## config.mk

```make
export PLATFORM = sky130hd
export DESIGN_NAME = csi2_rx_top
export DESIGN_NICKNAME = d
export VERILOG_FILES = /design/src/design/csi2_csr_pkg.sv /design/src/design/csi2_rx_pkg.sv /design/src/design/csi2_header_ecc.sv /design/src/design/csi2_packet_framer.sv /design/src/design/csi2_rx_csr.sv /design/src/design/csi2_rx_top.sv
export SDC_FILE = /design/constraint.sdc
export NUM_CORES = 1
export LEC_CHECK = 0
export BUFFER_PORTS_ARGS = -buffer_cell sky130_fd_sc_hd__buf_2
export CELL_PAD_IN_SITES_DETAIL_PLACEMENT = 0
export CELL_PAD_IN_SITES_GLOBAL_PLACEMENT = 1
export CORE_MARGIN = 5
export CORE_UTILIZATION = 35
export CTS_BUF_LIST = sky130_fd_sc_hd__clkbuf_2
export CTS_CLUSTER_DIAMETER = 80
export DETAILED_ROUTE_END_ITERATION = 8
export GPL_TIMING_DRIVEN = 0
export MAX_ROUTING_LAYER = met4
export PLACE_DENSITY_LB_ADDON = 0.1
export SYNTH_ARGS = -nofsm -noshare
export SYNTH_HDL_FRONTEND = slang
export SYNTH_SLANG_ARGS = --single-unit
```

## constraint.sdc

```tcl
create_clock -name clk_i -period 3.6 [get_ports clk_i]
set_input_delay 0.36 -clock clk_i [delete_from_list [all_inputs] [get_ports clk_i]]
set_output_delay 0.36 -clock clk_i [all_outputs]
set_load 0.05 [all_outputs]
```

## src/design/csi2_csr_pkg.sv

```systemverilog
package csi2_csr_pkg;

  localparam logic [7:0] ADDR_CTRL      = 8'h00; // bit 0 is the core enable.
  localparam logic [7:0] ADDR_CNT_SHORT = 8'h04;
  localparam logic [7:0] ADDR_CNT_LONG  = 8'h08;
  localparam logic [7:0] ADDR_CNT_FIXED = 8'h0C;
  localparam logic [7:0] ADDR_CNT_FATAL = 8'h10;

  localparam int CNT_W = 16;

  typedef struct packed {
    logic        wr;
    logic        rd;
    logic [7:0]  addr;
    logic [31:0] wdata;
  } csr_req_t;

  typedef struct packed {
    logic short_pkt;
    logic long_pkt;
    logic ecc_fixed;
    logic ecc_fatal;
  } rx_event_t;

endpackage

```

## src/design/csi2_rx_pkg.sv

```systemverilog
package csi2_rx_pkg;

  localparam int DT_LONG_MIN = 'h10; // data types from here on are long packets.
  localparam int CRC_BYTES   = 2;
  localparam int WORD_BYTES  = 4;
  localparam int BYTE_CNT_W  = 17; // word count plus crc bytes without overflow.

  // syndrome of a single flipped header bit, indexed by data bit 0 to 23.
  localparam logic [5:0] ECC_COL [24] = '{
    6'h07, 6'h0B, 6'h0D, 6'h0E, 6'h13, 6'h15, 6'h16, 6'h19,
    6'h1A, 6'h1C, 6'h23, 6'h25, 6'h26, 6'h29, 6'h2A, 6'h2C,
    6'h31, 6'h32, 6'h34, 6'h38, 6'h1F, 6'h2F, 6'h37, 6'h3B
  };

  typedef struct packed {
    logic [1:0] vc;
    logic [5:0] dt;
  } data_id_t;

  typedef struct packed {
    logic [7:0]  ecc;
    logic [15:0] word_count;
    data_id_t    data_id;
  } long_hdr_t;

  typedef struct packed {
    logic [7:0]  ecc;
    logic [15:0] short_data; // frame or line number.
    data_id_t    data_id;
  } short_hdr_t;

  typedef union packed {
    long_hdr_t  long_hdr;
    short_hdr_t short_hdr;
  } csi2_hdr_u;

  typedef struct packed {
    logic [31:0] data;
    logic        valid;
    logic        sop;
    logic        hdr_err; // header could not be corrected.
  } csi2_word_t;

  typedef struct packed {
    logic        tvalid;
    logic [31:0] tdata;
    logic [3:0]  tstrb;
    logic        tlast;
  } axis_pkt_t;

endpackage

```

## src/design/csi2_header_ecc.sv

```systemverilog
`timescale 1ns/1ps

module csi2_header_ecc
  import csi2_rx_pkg::*;
(
  input  logic        clk_i,
  input  logic        rst_i,
  input  logic [31:0] data_i,
  input  logic        valid_i,
  output csi2_word_t  word_o,
  output logic        ecc_fixed_o,
  output logic        ecc_fatal_o
);

  logic        valid_d1;
  logic        sop;
  logic [5:0]  syndrome;
  logic [31:0] fixed_data;
  logic        fix_hit;
  logic        fatal;
  logic [31:0] data_q;
  logic        valid_q;
  logic        sop_q;
  logic        err_q;

  assign sop = valid_i && !valid_d1; // first word after a gap is the header.

  always_comb
  begin
    syndrome = data_i[29:24];
    for (int i = 0; i < 24; i++)
      if (data_i[i])
        syndrome = syndrome ^ ECC_COL[i];
  end

  always_comb
  begin
    fixed_data = data_i;
    fix_hit    = 1'b0;
    for (int i = 0; i < 24; i++)
      if (syndrome == ECC_COL[i])
      begin
        fixed_data[i] = ~data_i[i];
        fix_hit       = 1'b1;
      end
    // a lone syndrome bit points at the parity bit itself.
    for (int j = 0; j < 6; j++)
      if (syndrome == 6'(1 << j))
      begin
        fixed_data[24 + j] = ~data_i[24 + j];
        fix_hit            = 1'b1;
      end
  end

  assign fatal = (syndrome != 6'd0) && !fix_hit;

  always_ff @(posedge clk_i, posedge rst_i)
    if (rst_i)
    begin
      valid_d1    <= 1'b0;
      valid_q     <= 1'b0;
      sop_q       <= 1'b0;
      err_q       <= 1'b0;
      ecc_fixed_o <= 1'b0;
      ecc_fatal_o <= 1'b0;
    end
    else
    begin
      valid_d1    <= valid_i;
      valid_q     <= valid_i;
      sop_q       <= sop;
      err_q       <= sop && fatal;
      ecc_fixed_o <= sop && fix_hit;
      ecc_fatal_o <= sop && fatal;
    end

  always_ff @(posedge clk_i)
    if (sop)
      data_q <= fixed_data; // payload words pass unchanged.
    else
      data_q <= data_i;

  assign word_o = '{data: data_q, valid: valid_q, sop: sop_q, hdr_err: err_q};

  // flags ride only on real words, or the framer would start on idle cycles.
  a_flags_need_valid: assert property (@(posedge clk_i) disable iff (rst_i)
    (word_o.sop || word_o.hdr_err) |-> word_o.valid);

endmodule

```

## src/design/csi2_packet_framer.sv

```systemverilog
`timescale 1ns/1ps

module csi2_packet_framer
  import csi2_rx_pkg::*;
(
  input  logic       clk_i,
  input  logic       rst_i,
  input  csi2_word_t word_i,
  input  logic       enable_i,
  output axis_pkt_t  pkt_o,
  output logic       phy_rst_o,
  output logic       short_pkt_o,
  output logic       long_pkt_o
);

  csi2_hdr_u              hdr;
  logic                   enable_q;
  logic                   disable_flag;
  logic                   pkt_running;
  logic                   header_valid;
  logic                   short_pkt;
  logic                   long_pkt;
  logic                   last_word;
  logic                   beat;
  logic [BYTE_CNT_W-1:0]  byte_cnt;
  logic [BYTE_CNT_W-1:0]  byte_cnt_nxt;
  logic [3:0]             strb_nxt;
  logic                   tvalid_q;
  logic                   tlast_q;
  logic [31:0]            tdata_q;
  logic [3:0]             tstrb_q;

  assign hdr = word_i.data;

  assign header_valid = word_i.valid && word_i.sop && !word_i.hdr_err &&
                        !pkt_running && !disable_flag;
  assign long_pkt     = header_valid && (hdr.long_hdr.data_id.dt >= 6'(DT_LONG_MIN));
  assign short_pkt    = header_valid && (hdr.short_hdr.data_id.dt < 6'(DT_LONG_MIN));
  assign last_word    = pkt_running && word_i.valid &&
                        (byte_cnt <= BYTE_CNT_W'(WORD_BYTES));
  assign beat         = header_valid || (pkt_running && word_i.valid);

  assign phy_rst_o   = short_pkt || last_word || word_i.hdr_err || disable_flag;
  assign short_pkt_o = short_pkt;
  assign long_pkt_o  = long_pkt;

  always_comb
  begin
    byte_cnt_nxt = byte_cnt;
    if (long_pkt)
      byte_cnt_nxt = BYTE_CNT_W'(hdr.long_hdr.word_count) + BYTE_CNT_W'(CRC_BYTES);
    else if (pkt_running && word_i.valid)
    begin
      if (byte_cnt <= BYTE_CNT_W'(WORD_BYTES))
        byte_cnt_nxt = '0;
      else
        byte_cnt_nxt = byte_cnt - BYTE_CNT_W'(WORD_BYTES);
    end
  end

  always_comb
  begin
    strb_nxt = '1;
    if (last_word)
      for (int i = 0; i < WORD_BYTES; i++)
        strb_nxt[i] = (BYTE_CNT_W'(i) < byte_cnt); // only the bytes still owed.
  end

  always_ff @(posedge clk_i, posedge rst_i)
    if (rst_i)
      enable_q <= 1'b0;
    else
      enable_q <= enable_i;

  // the core only goes quiet between packets, so a running packet completes.
  always_ff @(posedge clk_i, posedge rst_i)
    if (rst_i)
      disable_flag <= 1'b0;
    else if (!enable_q && (last_word || (!pkt_running && !header_valid)))
      disable_flag <= 1'b1;
    else if (enable_q)
      disable_flag <= 1'b0;

  always_ff @(posedge clk_i, posedge rst_i)
    if (rst_i)
      pkt_running <= 1'b0;
    else if (long_pkt)
      pkt_running <= 1'b1;
    else if (last_word || word_i.hdr_err)
      pkt_running <= 1'b0; // a broken header mid packet drops the rest.

  always_ff @(posedge clk_i, posedge rst_i)
    if (rst_i)
      byte_cnt <= '0;
    else
      byte_cnt <= byte_cnt_nxt;

  always_ff @(posedge clk_i, posedge rst_i)
    if (rst_i)
    begin
      tvalid_q <= 1'b0;
      tlast_q  <= 1'b0;
    end
    else
    begin
      tvalid_q <= beat;
      tlast_q  <= short_pkt || last_word;
    end

  always_ff @(posedge clk_i)
    if (beat)
    begin
      tdata_q <= word_i.data;
      tstrb_q <= strb_nxt;
    end

  assign pkt_o = '{tvalid: tvalid_q, tdata: tdata_q, tstrb: tstrb_q, tlast: tlast_q};

  a_tlast_in_beat: assert property (@(posedge clk_i) disable iff (rst_i)
    pkt_o.tlast |-> pkt_o.tvalid);

  // the byte counter must never run dry before the final word.
  a_strb_not_empty: assert property (@(posedge clk_i) disable iff (rst_i)
    pkt_o.tvalid |-> (pkt_o.tstrb != 4'b0000));

endmodule

```

## src/design/csi2_rx_csr.sv

```systemverilog
`timescale 1ns/1ps

module csi2_rx_csr
  import csi2_csr_pkg::*;
(
  input  logic        clk_i,
  input  logic        rst_i,
  input  csr_req_t    csr_i,
  input  rx_event_t   evt_i,
  output logic [31:0] csr_rdata_o,
  output logic        enable_o
);

  logic [CNT_W-1:0] cnt [4];
  logic [3:0]       evt_vec;
  logic [3:0]       clr;
  logic [31:0]      rd_mux;

  // index 0 to 3 is short, long, fixed, fatal.
  assign evt_vec = {evt_i.ecc_fatal, evt_i.ecc_fixed, evt_i.long_pkt, evt_i.short_pkt};

  assign clr[0] = csr_i.wr && (csr_i.addr == ADDR_CNT_SHORT);
  assign clr[1] = csr_i.wr && (csr_i.addr == ADDR_CNT_LONG);
  assign clr[2] = csr_i.wr && (csr_i.addr == ADDR_CNT_FIXED);
  assign clr[3] = csr_i.wr && (csr_i.addr == ADDR_CNT_FATAL);

  always_ff @(posedge clk_i, posedge rst_i)
    if (rst_i)
      enable_o <= 1'b0;
    else if (csr_i.wr && (csr_i.addr == ADDR_CTRL))
      enable_o <= csr_i.wdata[0];

  always_ff @(posedge clk_i, posedge rst_i)
    if (rst_i)
    begin
      for (int i = 0; i < 4; i++)
        cnt[i] <= '0;
    end
    else
    begin
      for (int i = 0; i < 4; i++)
        if (clr[i])
          cnt[i] <= '0; // clearing wins over an event in the same cycle.
        else if (evt_vec[i])
          cnt[i] <= cnt[i] + 1'b1;
    end

  always_comb
  begin
    case (csr_i.addr)
      ADDR_CTRL:      rd_mux = {31'd0, enable_o};
      ADDR_CNT_SHORT: rd_mux = 32'(cnt[0]);
      ADDR_CNT_LONG:  rd_mux = 32'(cnt[1]);
      ADDR_CNT_FIXED: rd_mux = 32'(cnt[2]);
      ADDR_CNT_FATAL: rd_mux = 32'(cnt[3]);
      default:        rd_mux = 32'd0;
    endcase
  end

  always_ff @(posedge clk_i)
    if (csr_i.rd)
      csr_rdata_o <= rd_mux;

  a_no_wr_rd: assert property (@(posedge clk_i) disable iff (rst_i)
    !(csr_i.wr && csr_i.rd));

endmodule

```

## src/design/csi2_rx_top.sv

```systemverilog
`timescale 1ns/1ps

module csi2_rx_top
  import csi2_rx_pkg::*;
  import csi2_csr_pkg::*;
(
  input  logic        clk_i,
  input  logic        rst_i,
  input  logic [31:0] data_i,
  input  logic        valid_i,
  input  csr_req_t    csr_i,
  output logic [31:0] csr_rdata_o,
  output axis_pkt_t   pkt_o,
  output logic        phy_rst_o
);

  csi2_word_t chk_word;
  rx_event_t  evt;
  logic       enable;

  csi2_header_ecc u_header_ecc (
    .clk_i       (clk_i),
    .rst_i       (rst_i),
    .data_i      (data_i),
    .valid_i     (valid_i),
    .word_o      (chk_word),
    .ecc_fixed_o (evt.ecc_fixed),
    .ecc_fatal_o (evt.ecc_fatal)
  );

  csi2_packet_framer u_packet_framer (
    .clk_i       (clk_i),
    .rst_i       (rst_i),
    .word_i      (chk_word),
    .enable_i    (enable),
    .pkt_o       (pkt_o),
    .phy_rst_o   (phy_rst_o),
    .short_pkt_o (evt.short_pkt),
    .long_pkt_o  (evt.long_pkt)
  );

  csi2_rx_csr u_rx_csr (
    .clk_i       (clk_i),
    .rst_i       (rst_i),
    .csr_i       (csr_i),
    .evt_i       (evt),
    .csr_rdata_o (csr_rdata_o),
    .enable_o    (enable)
  );

endmodule

```

### Word level (Yosys, flattened, before mapping)

Cells that the tools add are included.

| cells by class | value |
|---|---|
| $add $sub $neg | 6 |
| multipliers | 0 |
| div/mod/pow operators | 0 |
| $lt $le $gt $ge | 7 |
| eq/ne operators | 34 |
| shift-type cells | 0 |
| multiplexer cells | 101 |
| bitwise logic cells | 54 |
| reductions and logical operators | 41 |

Operator list:

| cell | number |
|---|---|
| $mux 16 | 8 |
| $eq 6x6->1 const B | 14 |
| $pmux 16 s5 | 1 |
| $mux 6 | 13 |
| $add 16x1->16 const B | 4 |
| $mux 1 | 64 |
| $not 3->3 | 20 |
| $mux 17 | 3 |
| $eq 6x5->1 const B | 8 |
| $mux 5 | 7 |
| $lt 1x17->1 const A | 2 |
| $lt 2x17->1 const A | 2 |
| $mux 30 | 1 |
| $not 1->1 | 30 |
| $eq 6x4->1 const B | 4 |
| $not 5->5 | 4 |
| $logic_and 1x1->1 | 19 |
| $add 16x2->17 const B | 1 |
| $le 17x3->1 const B | 1 |
| $sub 17x3->17 const B | 1 |
| $eq 8x4->1 const B | 2 |
| $reduce_bool 2->1 | 7 |
| $eq 6x3->1 const B | 2 |
| $mux 4 | 3 |
| 11 further kinds | 22 |

| word-level totals | value |
|---|---|
| register bits | 191 |
| latch bits | 0 |
| RAM bits | 0 |
| ROM bits | 0 |
| output and inout port bits | 71 |
| logic and storage cells | 262 |
| memories kept | 0 |

### Depth between registers and ports, before layout

Gate-level depths: netlist of run 1.

| depth | value |
|---|---|
| word-level depth | 82 |
| gate-level depth with buffers | 9 |
| depth with buffers taken out | 9 |

### By module

From an unflattened synthesis of run 1, not the netlist that was laid out.

| unflattened totals | value |
|---|---|
| cells, all modules | 880 |
| area total of the unflattened synthesis | 9,389.0 µm² |

Modules (own cells, without submodules):

| module | instances | cells an instance | area an instance (µm²) | sequential area each (µm²) |
|---|---|---|---|---|
| csi2_rx_csr | 1 | 428 | 4,330.4 | 2,107.0 |
| csi2_packet_framer | 1 | 218 | 2,685.1 | 1,631.6 |
| csi2_header_ecc | 1 | 234 | 2,373.5 | 740.7 |

### Worst setup path after synthesis of run 1

Ideal clock, no wire load.

| path | value |
|---|---|
| path type | register to output |
| start point | register u_packet_framer.byte_cnt[7] |
| end point | output port phy_rst_o |
| arrival | 2,224 ps |
| required time | 3,240 ps |
| slack | 1,016 ps |
| stages on the path, launching flop included | 8 |
| buffers on the path | 1 |
| cell sequence | dfrtp_1 > nor4_1 > nand2_1 > nor3_1 > clkbuf_1 > nand2_1 > nand2_1 > or3_1 |

| on the way | value |
|---|---|
| longest elaborated chain between the ends | 5 |

RTL lines:

| element | line | text |
|---|---|---|
| from (decl) | csi2_packet_framer.sv:25 | `logic [BYTE_CNT_W-1:0] byte_cnt;` |
| from (signal assigned) | csi2_packet_framer.sv:96 | `byte_cnt <= byte_cnt_nxt;` |
| $le 17x3->1 | csi2_packet_framer.sv:40 | `(byte_cnt <= BYTE_CNT_W'(WORD_BYTES));` |
| $logic_and 1x1->1 | csi2_packet_framer.sv:39 | `assign last_word = pkt_running && word_i.valid &&` |
| $logic_or 1x1->1 (3 in a row) | csi2_packet_framer.sv:43 | `assign phy_rst_o = short_pkt \|\| last_word \|\| word_i.hdr_err \|\| disable_flag;` |
| to (decl) | csi2_rx_top.sv:14 | `output logic phy_rst_o` |

Every way passes these cells.

### Final worst setup path of run 1

| path | value |
|---|---|
| start point | register u_packet_framer.byte_cnt[3] |
| end point | output port phy_rst_o |

Same word-level chain as after synthesis.

==> flow_metrics.tcl, run 1 <==
set metrics [dict create \
    layout-drive-gt1-share_pct 18.7 \
    hold_depth 4 \
    p_switching_mw 2.34 \
    power_frac_clock_pct 19.3 \
    layout_common_cells "106 x nor2_1, 99 x buf_2, 91 x dfrtp_1" \
    initial_core_util_pct 35.7 \
    path_class "reg2out" \
    p_sw_share_pct 39.6 \
    rsz0062_at_grt "no" \
    vias 6256 \
    drt-initial-drc-count 346 \
    synthCells 798 \
    clockRootBuffer "clkbuf_2" \
    clock_path_buffers 2 \
    fin_crit_ns 3.27 \
    place_congestion 0.795 \
    layout.cells.non_filler 1309 \
    reg2regPathDepth 9 \
    io_pins 148 \
    syn-cell-area_um2 8710 \
    crit_path_max_incr_delay_ns 0.46 \
    ant_nets 0 \
    worst_setup_path_end_kind "primary output" \
    numPortBuffers 100 \
    fin_skew_ns 0.0432 \
    wl_um 22300 \
    hpwl_um 16300 \
    pwr-share-seq_pct 47.5 \
    grt_max_degree 49 \
    die_w_um 168 \
    antenna_found_initial 1 \
    grt_usage_pct 16.4 \
    dp.cells 1238 \
    setup_violations 0 \
    grt_first_pass_wirelength_um 35500 \
    final_common_cell "nor2_1" \
    hold_viol 0 \
    grt_pass1_vias 6253 \
    ys.flop_type "dfrtp_1" \
    worst_slew_pin_slew_ns 1.19 \
    wl_per_cell_um 17.0 \
    status "finished, final reports clean" \
    setup_tns_ns 0 \
    drcViolationCount 0 \
    max-cap-violations 0 \
    ir_worst_vdd_uv 317 \
    h-tree-depth 4 \
    dpl_cell_area_um2 9700 \
    crit_chain "inv_1, ha_1, nor3b_1, o21ai_1, nor3_2, clkbuf_4, nand2_1, nand2_1, or3_1, clkbuf_4" \
    critPathLaunchType "flip-flop" \
    clk_pin_slew_ns 0.32 \
    p_leak_nw 4.21 \
    hold_path_class "in2reg" \
    seq_area_frac_synth_pct 51.4 \
    rows 57 \
    power.internal_mw 3.56 \
    clk_latency_ns 0.75 \
    rrSetupSlack_ns 0.51 \
    numCtsBuffers 17 \
    p_per_area_nw_per_um2 567 \
    die_y_um 168 \
    ys_warn_count 0 \
    total_power_mw 5.90 \
    area_growth_syn_to_layout_pct 19.4 \
    nets 1055 \
    dieArea_um2 28100 \
    worstPathMaxFanout 10 \
    core_um2 24400 \
    cts.sinks 175 \
    vias_per_cell 4.78 \
    overflow 0 \
    clock.fmax_mhz 305 \
    worst-path-buf-inv 3 \
    fin_area_um2 10400 \
    slowest_stage "dfrtp_1" \
    cts_tree "built" \
    synth.avg_cell_area_um2 10.9 \
    critPathRequiredTime_ns 3.24 \
    cpLargestDelayFamily "simple AND/OR/NAND/NOR gates" \
    arrival_ns 2.91 \
    synth_edf_count 52 \
    slew_headroom_pct 20.6 \
    p_comb_share_pct 33.2 \
    min_period_over_period_pct 90.9 \
    ys_types 59 \
    cp_num_cells 10 \
    synth_seq_cells 175 \
    drv_slew 0 \
    async_reset_ff_share_pct 52.0 \
    drtPass1Iterations 4 \
]
[metrics by stage]
| stage | hold slack, ns | worst slack, ns | util (%) |
|---|---|---|---|
| after floorplan | 0.365 | 0.876 | - |
| after global placement | 0.386 | -0.556 | 39.6 |
| after detailed placement | 0.389 | 0.390 | 39.8 |
| after CTS | 0.0397 | 0.00448 | 42.5 |
| after global routing | 0.0365 | 0.0191 | 42.6 |
| final | 0.121 | 0.326 | 42.6 |
[flip-flops by register name, indices dropped and copies added, names as in the netlist, 4 cells and up]
register / count
u_header_ecc.data_q: 32
u_packet_framer.byte_cnt: 17
u_packet_framer.tdata_q: 32
u_packet_framer.tstrb_q: 4
u_rx_csr.cnt: 64
u_rx_csr.csr_rdata_o: 16
[path summary, 6_finish.rpt]
check | to | from
worst max-delay path | phy_rst_o | u_packet_framer.byte_cnt[3]$_DFFE_PP0P_
worst min-delay path | u_rx_csr.cnt[30]$_DFFE_PP0P_ | csr_i[41]
worst max register to register | u_rx_csr.cnt[43]$_DFFE_PP0P_ | u_header_ecc.ecc_fatal_o$_DFF_PP0_
worst min register to register | u_packet_framer.tdata_q[0]$_DFFE_PP_ | u_header_ecc.data_q[0]$_DFF_P_
max in group asynchronous | u_rx_csr.cnt[22]$_DFFE_PP0P_ | rst_i
min in group asynchronous | u_packet_framer.tlast_q$_DFF_PP0_ | rst_i
[logic make-up after synthesis]
kind of cell,count (synthesis),share of synthesized area [%]
buf+inv,52,3.02
mux,22,2.56
fa+ha+maj,7,1.01
compound gates,73,5.89
simple gates,318,17.5
other cells,1,0.0431
xor+xnor,150,18.6
flops,175,51.4
[cell usage after synthesis (8+ instances only)]
library cell	count	area [µm²]
nor2_1	106	398
dfrtp_1	91	2280
xnor2_1	68	596
nand3_1	61	305
xor2_1	60	526
nand2_1	56	210
edfxtp_1	52	1560
dfxtp_1	32	641
clkbuf_1	24	90.1
mux2i_1	20	200
buf_4	18	135
nand4_1	18	113
nor3_1	18	90.1
o21ai_0	18	90.1
and3_1	16	100
a21oi_1	15	75.1
a221o_1	15	150
or3_1	9	56.3
inv_1	8	30.0
[repair_timing]
| action | in CTS | in global routing |
|---|---|---|
| hold buffers | 37 | 0 |
| hold endpoints to repair | 95 | 0 |
| endpoints found under the setup margin | 1 | 1 |
| buffers inserted | 0 | 1 |
| pin swaps | 0 | 1 |
| gates resized for setup | 4 | 3 |
[per-layer routing]
layer | track usage, % | part of all wire (%) | routed length [µm] | vias up
met5 | - | 0 | 0 | -
met4 | 3.35 | 0.83 | 184 | 0
met3 | 3.44 | 4.4 | 991 | 10
met2 | 26.5 | 48 | 10700 | 137
met1 | 21.6 | 47 | 10400 | 3006
li1 | - | - | - | 3103
[final cells by class]
class                   count  area (µm²)
diodes                      1        2.50
plain buffers              44         236
clock buffers              17        85.1
clock inverters            15         199
fillers                  2434       14000
inverters                   8        32.5
multi-input cells         586        4050
flip-flops and latches    175        4480
well taps                 324         405
repair buffers            139         908
[power groups by stage]
stage	combinational, mW	sequential, mW	clock (mW)
after global placement	1.91	2.84	0
after CTS	1.96	2.81	1.19
after detailed placement	1.91	2.84	0
after floorplan	1.45	2.77	0
after global routing	2.16	2.85	1.27
final	1.96	2.80	1.14
[worst min-delay path, cell delays in order]
cell     delay (ns)
buf_2          0.12
nand2_1        0.09
nor2_1         0.13
nor2_1         0.12
(Power assumes the default switching activity.)
==> inputs of run 2 (changes only) <==
- clock period: 3.6 -> 2.7 ns (I/O delays scaled with it)
==> run 2 against run 1 <==
Net effect: the flow now finishes with violations (negative setup slack); combinational power up 40%; sequential share of layout area shrank 0.91 points; first-iteration DRC count is 5.2% lower; clock power increased by 33%; total power rose by 36%; critical path type unchanged; highest routed layer unchanged.
==> flow_metrics.tcl, run 2 (synthesis gave the netlist of run 1 again) <==
set metrics [dict create \
    final_common_cell "nor2_1" \
    drt-initial-drc-count 328 \
    worst-path-buf-inv 1 \
    cts.sinks 175 \
    area_growth_syn_to_layout_pct 22.1 \
    r2r-end "u_rx_csr.cnt[43]$_DFFE_PP0P_" \
    h-tree-depth 4 \
    slowest_stage "dfrtp_2" \
    cts_tree "built" \
    largest_register "u_rx_csr.cnt" \
    top_regs "u_rx_csr.cnt (64), u_header_ecc.data_q (32), u_packet_framer.tdata_q (32)" \
    rsz0062_at_grt "yes" \
    clock.fmax_mhz 362 \
    dpl_cell_area_um2 9700 \
    setup_tns_ns -0.0595 \
    fin_skew_ns 0.0435 \
    core_um2 24400 \
    rows 57 \
    violations "negative setup slack" \
    status "complete, but fails checks" \
    ir_worst_vdd_uv 428 \
    slew_headroom_pct 20.1 \
    dp.cells 1238 \
    clk_latency_ns 0.75 \
    p_per_area_nw_per_um2 754 \
    die_w_um 168 \
    drtPass1Iterations 4 \
    overflow 0 \
    crit_chain "ha_4, nor3b_4, o21ai_2, nor3_4, nand2_4, nand2_2, or3_4, buf_8" \
    hold_path_class "in2async" \
    p_leak_nw 4.32 \
    largest_reg_flops 64 \
    setup_violations 1 \
    grt_first_pass_wirelength_um 35700 \
    antenna_found_initial 1 \
    r2r_start "u_header_ecc.ecc_fatal_o$_DFF_PP0_" \
    clk_pin_slew_ns 0.32 \
    max-cap-violations 0 \
    drcViolationCount 0 \
    grt_usage_pct 16.5 \
    crit_path_max_incr_delay_ns 0.52 \
    initial_core_util_pct 35.7 \
    numCtsBuffers 17 \
    cp_num_cells 8 \
    vias_per_cell 4.77 \
    path_class "reg2out" \
    min_period_over_period_pct 102 \
    clockRootBuffer "clkbuf_2" \
    fin_area_um2 10600 \
    dieArea_um2 28100 \
    layout.cells.non_filler 1323 \
    wl_per_cell_um 17.1 \
    grt_pass1_vias 6317 \
    rrSetupSlack_ns 0.10 \
    total_power_mw 8.02 \
    arrival_ns 2.49 \
    layout_common_cells "105 x nor2_1, 99 x buf_2, 87 x dfrtp_1" \
    worstPathMaxFanout 4 \
    place_ws_ns -0.420 \
    clock_path_buffers 2 \
    io_pins 148 \
    layout-drive-gt1-share_pct 21.6 \
    critPathLaunchType "flip-flop" \
    drv_slew 0 \
    die_y_um 168 \
    grt_max_degree 49 \
    critPathRequiredTime_ns 2.43 \
    worst_setup_path_end_kind "primary output" \
    hpwl_um 16300 \
    place_congestion 0.795 \
    numPortBuffers 100 \
    fin_crit_ns 2.76 \
    ant_nets 0 \
    finalWorstSetupSlack_ns -0.0595 \
    cpLargestDelayFamily "simple AND/OR/NAND/NOR gates" \
    nets 1069 \
    reg2regPathDepth 7 \
    wl_um 22600 \
    hold_viol 0 \
    worst_slew_pin_slew_ns 1.20 \
    vias 6314 \
]
-- run 2: cell count changes in the layout (fill, tap and decap cells not counted), sizes merged --
cell,previous run,this run
dlygate4sd3,37,40
clkbuf,42,38
buf,121,136
-- run 2: metal layers --
layer	GRT usage, %	up-vias	routed length, µm
li1	-	3130	-
met1	21.8	3039	10600
met2	26.6	134	10800
met3	3.42	11	944
met4	3.35	0	168
met5	-	-	0
-- run 2: worst reg2reg max path: stages (launching register included) --
cell and delay (ns):
dfrtp_2 0.57, nor4b_2 0.38, nand2_1 0.19, or2_2 0.46, nor2_4 0.22, nand3_1 0.22
or3_1 0.40, a21oi_1 0.14
-- run 2: through the flow --
stage | utilization, % | hold WS, ns
floorplan | - | 0.298
global placement | 39.6 | 0.373
detailed placement | 39.8 | 0.374
CTS | 43.2 | 0.0339
global route | 43.6 | 0.0228
finish | 43.6 | 0.0712
-- run 2: what timing repair did --
item,4_1_cts,5_1_grt
pin swaps,7,6
hold buffers,40,0
gates resized for setup,23,13
endpoints found under the hold margin,140,0
buffers inserted,10,5
setup endpoints to repair,13,28
-- run 2: area by class of cell --
| type | instances | area [µm²] |
|---|---|---|
| Antenna cell | 1 | 2.50 |
| Buffer | 41 | 221 |
| Clock buffer | 17 | 85.1 |
| Clock inverter | 15 | 199 |
| Fill cell | 2417 | 13800 |
| Inverter | 8 | 32.5 |
| Multi-Input combinational cell | 586 | 4150 |
| Sequential cell | 175 | 4480 |
| Tap cell | 324 | 405 |
| Timing Repair Buffer | 156 | 1050 |
-- run 2: worst max path at each step --
stage,end,startpoint,slack (ns)
global route,phy_rst_o,u_packet_framer.byte_cnt[2]$_DFFE_PP0P_,-0.24
detailed placement,phy_rst_o,u_packet_framer.byte_cnt[7]$_DFFE_PP0P_,-0.42
floorplan,u_header_ecc.ecc_fatal_o$_DFF_PP0_,rst_i,0.07
finish,phy_rst_o,u_packet_framer.byte_cnt[2]$_DFFE_PP0P_,-0.06
CTS,phy_rst_o,u_packet_framer.byte_cnt[3]$_DFFE_PP0P_,-0.30
global placement,u_rx_csr.cnt[9]$_DFFE_PP0P_,rst_i,-1.37
-- run 2: power by group --
part           total, mW  internal, mW  switching (mW)
clock network       1.52         0.412            1.10
registers           3.76          3.19           0.566
logic               2.74          1.23            1.51
==> inputs of run 3 (changes only) <==
- CORE_UTILIZATION: 35 -> 49
- clock period: 2.7 -> 3.6 ns (I/O delays scaled with it)
==> run 3 against run 2 <==
Net effect: the flow now finishes without violations; critical path depth unchanged; sequential power decreased by 26%; clock power shrank 15%; via count rose by 3.8%; critical path type unchanged; largest power group unchanged.
==> flow_metrics.tcl, run 3 (synthesis gave the netlist of run 1 again) <==
set metrics [dict create \
    p_switching_mw 2.25 \
    place_ws_ns 0.437 \
    cts.sinks 175 \
    critPathRequiredTime_ns 3.24 \
    grt_usage_pct 21.9 \
    drt-initial-drc-count 488 \
    arrival_ns 2.93 \
    p_sw_share_pct 37.3 \
    crit_chain "nor4_4, nand2_1, nor3_2, clkbuf_4, nand2_1, nand2_1, or3_1, buf_2" \
    worstPathMaxFanout 10 \
    layout.cells.non_filler 1209 \
    clock_path_buffers 2 \
    clock.fmax_mhz 304 \
    final_common_cell "nor2_1" \
    layout_common_cells "106 x nor2_1, 100 x buf_2, 91 x dfrtp_1" \
    fin_util_pct 59.4 \
    numCtsBuffers 17 \
    crit_path_max_incr_delay_ns 0.49 \
    top_regs "u_rx_csr.cnt (64), u_header_ecc.data_q (32), u_packet_framer.tdata_q (32)" \
    hpwl_um 15200 \
    largest_reg_flops 64 \
    status "finished, final reports clean" \
    numPortBuffers 100 \
    clockRootBuffer "clkbuf_2" \
    overflow 0 \
    rsz0062_at_grt "no" \
    cts_tree "built" \
    nets 1054 \
    antenna_found_initial 1 \
    die_y_um 143 \
    wl_per_cell_um 17.5 \
    die_w_um 143 \
    p_comb_share_pct 32.4 \
    setup_violations 0 \
    dieArea_um2 20500 \
    power_frac_clock_pct 21.4 \
    fin_crit_ns 3.29 \
    vias_per_cell 5.42 \
    grt_max_degree 67 \
    worst_slew_pin_slew_ns 1.16 \
    drv_slew 0 \
    p_per_area_nw_per_um2 587 \
    max-cap-violations 0 \
    grt_first_pass_wirelength_um 34100 \
    ir_worst_vdd_uv 363 \
    ant_nets 0 \
    fin_skew_ns 0.0364 \
    h-tree-depth 4 \
    fin_area_um2 10300 \
    hold_path_class "in2async" \
    cts_setup_buffers 0 \
    io_pins 148 \
    initial_core_util_pct 50.2 \
    grt_pass1_vias 6550 \
    dp.cells 1139 \
    drtPass1Iterations 5 \
    slew_headroom_pct 22.2 \
    cpLargestDelayFamily "simple AND/OR/NAND/NOR gates" \
    p_leak_nw 4.23 \
    wl_um 21200 \
    path_class "reg2out" \
    setup_tns_ns 0 \
    slowest_stage "dfrtp_1" \
    min_period_over_period_pct 91.4 \
    pwr-share-seq_pct 46.2 \
    power.internal_mw 3.79 \
    multiInputGateArea_um2 4060 \
    worst_setup_path_end_kind "primary output" \
    area_growth_syn_to_layout_pct 18.3 \
    clk_pin_slew_ns 0.28 \
    drcViolationCount 0 \
    dpl_cell_area_um2 9580 \
    fillCellCount 1506 \
    path_common_cell "nand2_1" \
    hold_viol 0 \
    largest_register "u_rx_csr.cnt" \
    clk_latency_ns 0.77 \
    layout-drive-gt1-share_pct 18.6 \
    area.sequential_um2 4480 \
    core_um2 17400 \
    vias 6557 \
    worst-path-buf-inv 2 \
    place_congestion 0.875 \
    rows 48 \
    finalWorstSetupSlack_ns 0.311 \
    critPathLaunchType "flip-flop" \
]
==> run 3: cell count changes in the layout (fill, tap and decap cells not counted), sizes merged <==
cell         change
buf             -15
dlygate4sd3      -3
bufinv           +4
clkinvlp         -1
inv              -1
clkbuf           +3
clkinv           -2
==> run 3: path summary, 6_finish.rpt <==
check	to	cells past startpoint	slack, ns	startpoint
max in group asynchronous	u_rx_csr.cnt[13]$_DFFE_PP0P_	4	2.87	rst_i
worst max register to register	u_rx_csr.cnt[45]$_DFFE_PP0P_	9	0.61	u_header_ecc.ecc_fatal_o$_DFF_PP0_
min in group clk_i	u_rx_csr.cnt[31]$_DFFE_PP0P_	4	0.09	csr_i[34]
worst max-delay path	phy_rst_o	8	0.31	u_packet_framer.byte_cnt[8]$_DFFE_PP0P_
worst min register to register	u_packet_framer.disable_flag$_DFFE_PP0P_	1	0.42	u_packet_framer.enable_q$_DFF_PP0_
worst min-delay path	u_packet_framer.byte_cnt[1]$_DFFE_PP0P_	3	0.07	rst_i
==> run 3: cell type report <==
class | count | share of cell area, %
Antenna cell | 1 | 0.0243
Buffer | 44 | 2.30
Clock buffer | 17 | 0.826
Clock inverter | 15 | 2.23
Inverter | 8 | 0.316
Multi-Input combinational cell | 586 | 39.4
Sequential cell | 175 | 43.5
Tap cell | 225 | 2.73
Timing Repair Buffer | 138 | 8.72
==> run 3: worst register-to-register path, cell delays in order, from the launching register on <==
cell      delay, ns
dfrtp_1        0.41
clkbuf_1       0.24
nor4b_1        0.47
nand2_1        0.21
or2_2          0.33
clkbuf_1       0.24
nor2_2         0.29
nand3_1        0.21
or3_1          0.39
a21oi_1        0.17
==> run 3: power by group through the flow <==
stage / combinational, mW / clock, mW / sequential (mW)
after global routing: 2.16 / 1.40 / 2.85
after detailed placement: 1.90 / 0 / 2.83
after global placement: 1.85 / 0 / 2.81
after floorplan: 1.45 / 0 / 2.77
after CTS: 1.95 / 1.31 / 2.79
final: 1.96 / 1.29 / 2.80
==> run 3: what timing repair did <==
item	4_1_cts	5_1_grt
pin swaps	0	1
endpoints found under the setup margin	1	1
hold endpoints to repair	135	0
resized for setup	3	4
hold buffers	37	0
==> run 3: metrics by stage <==
step           hold slack (ns)  total power, mW
6_report                0.0666             6.05
5_1_grt                0.00937             6.41
4_1_cts                 0.0286             6.05
3_5_place_dp             0.374             4.73
3_3_place_gp             0.385             4.66
2_1_floorplan            0.365             4.23
==> run 3: layer usage <==
metal  vias to the layer above  part of all wire [%]  global-route usage [%]
li1                       3107                     -                       -
met1                      3199                    41                    26.8
met2                       226                    51                    37.5
met3                        25                   6.2                    4.63
met4                         0                   1.5                    5.35
met5                         -                     0                       -
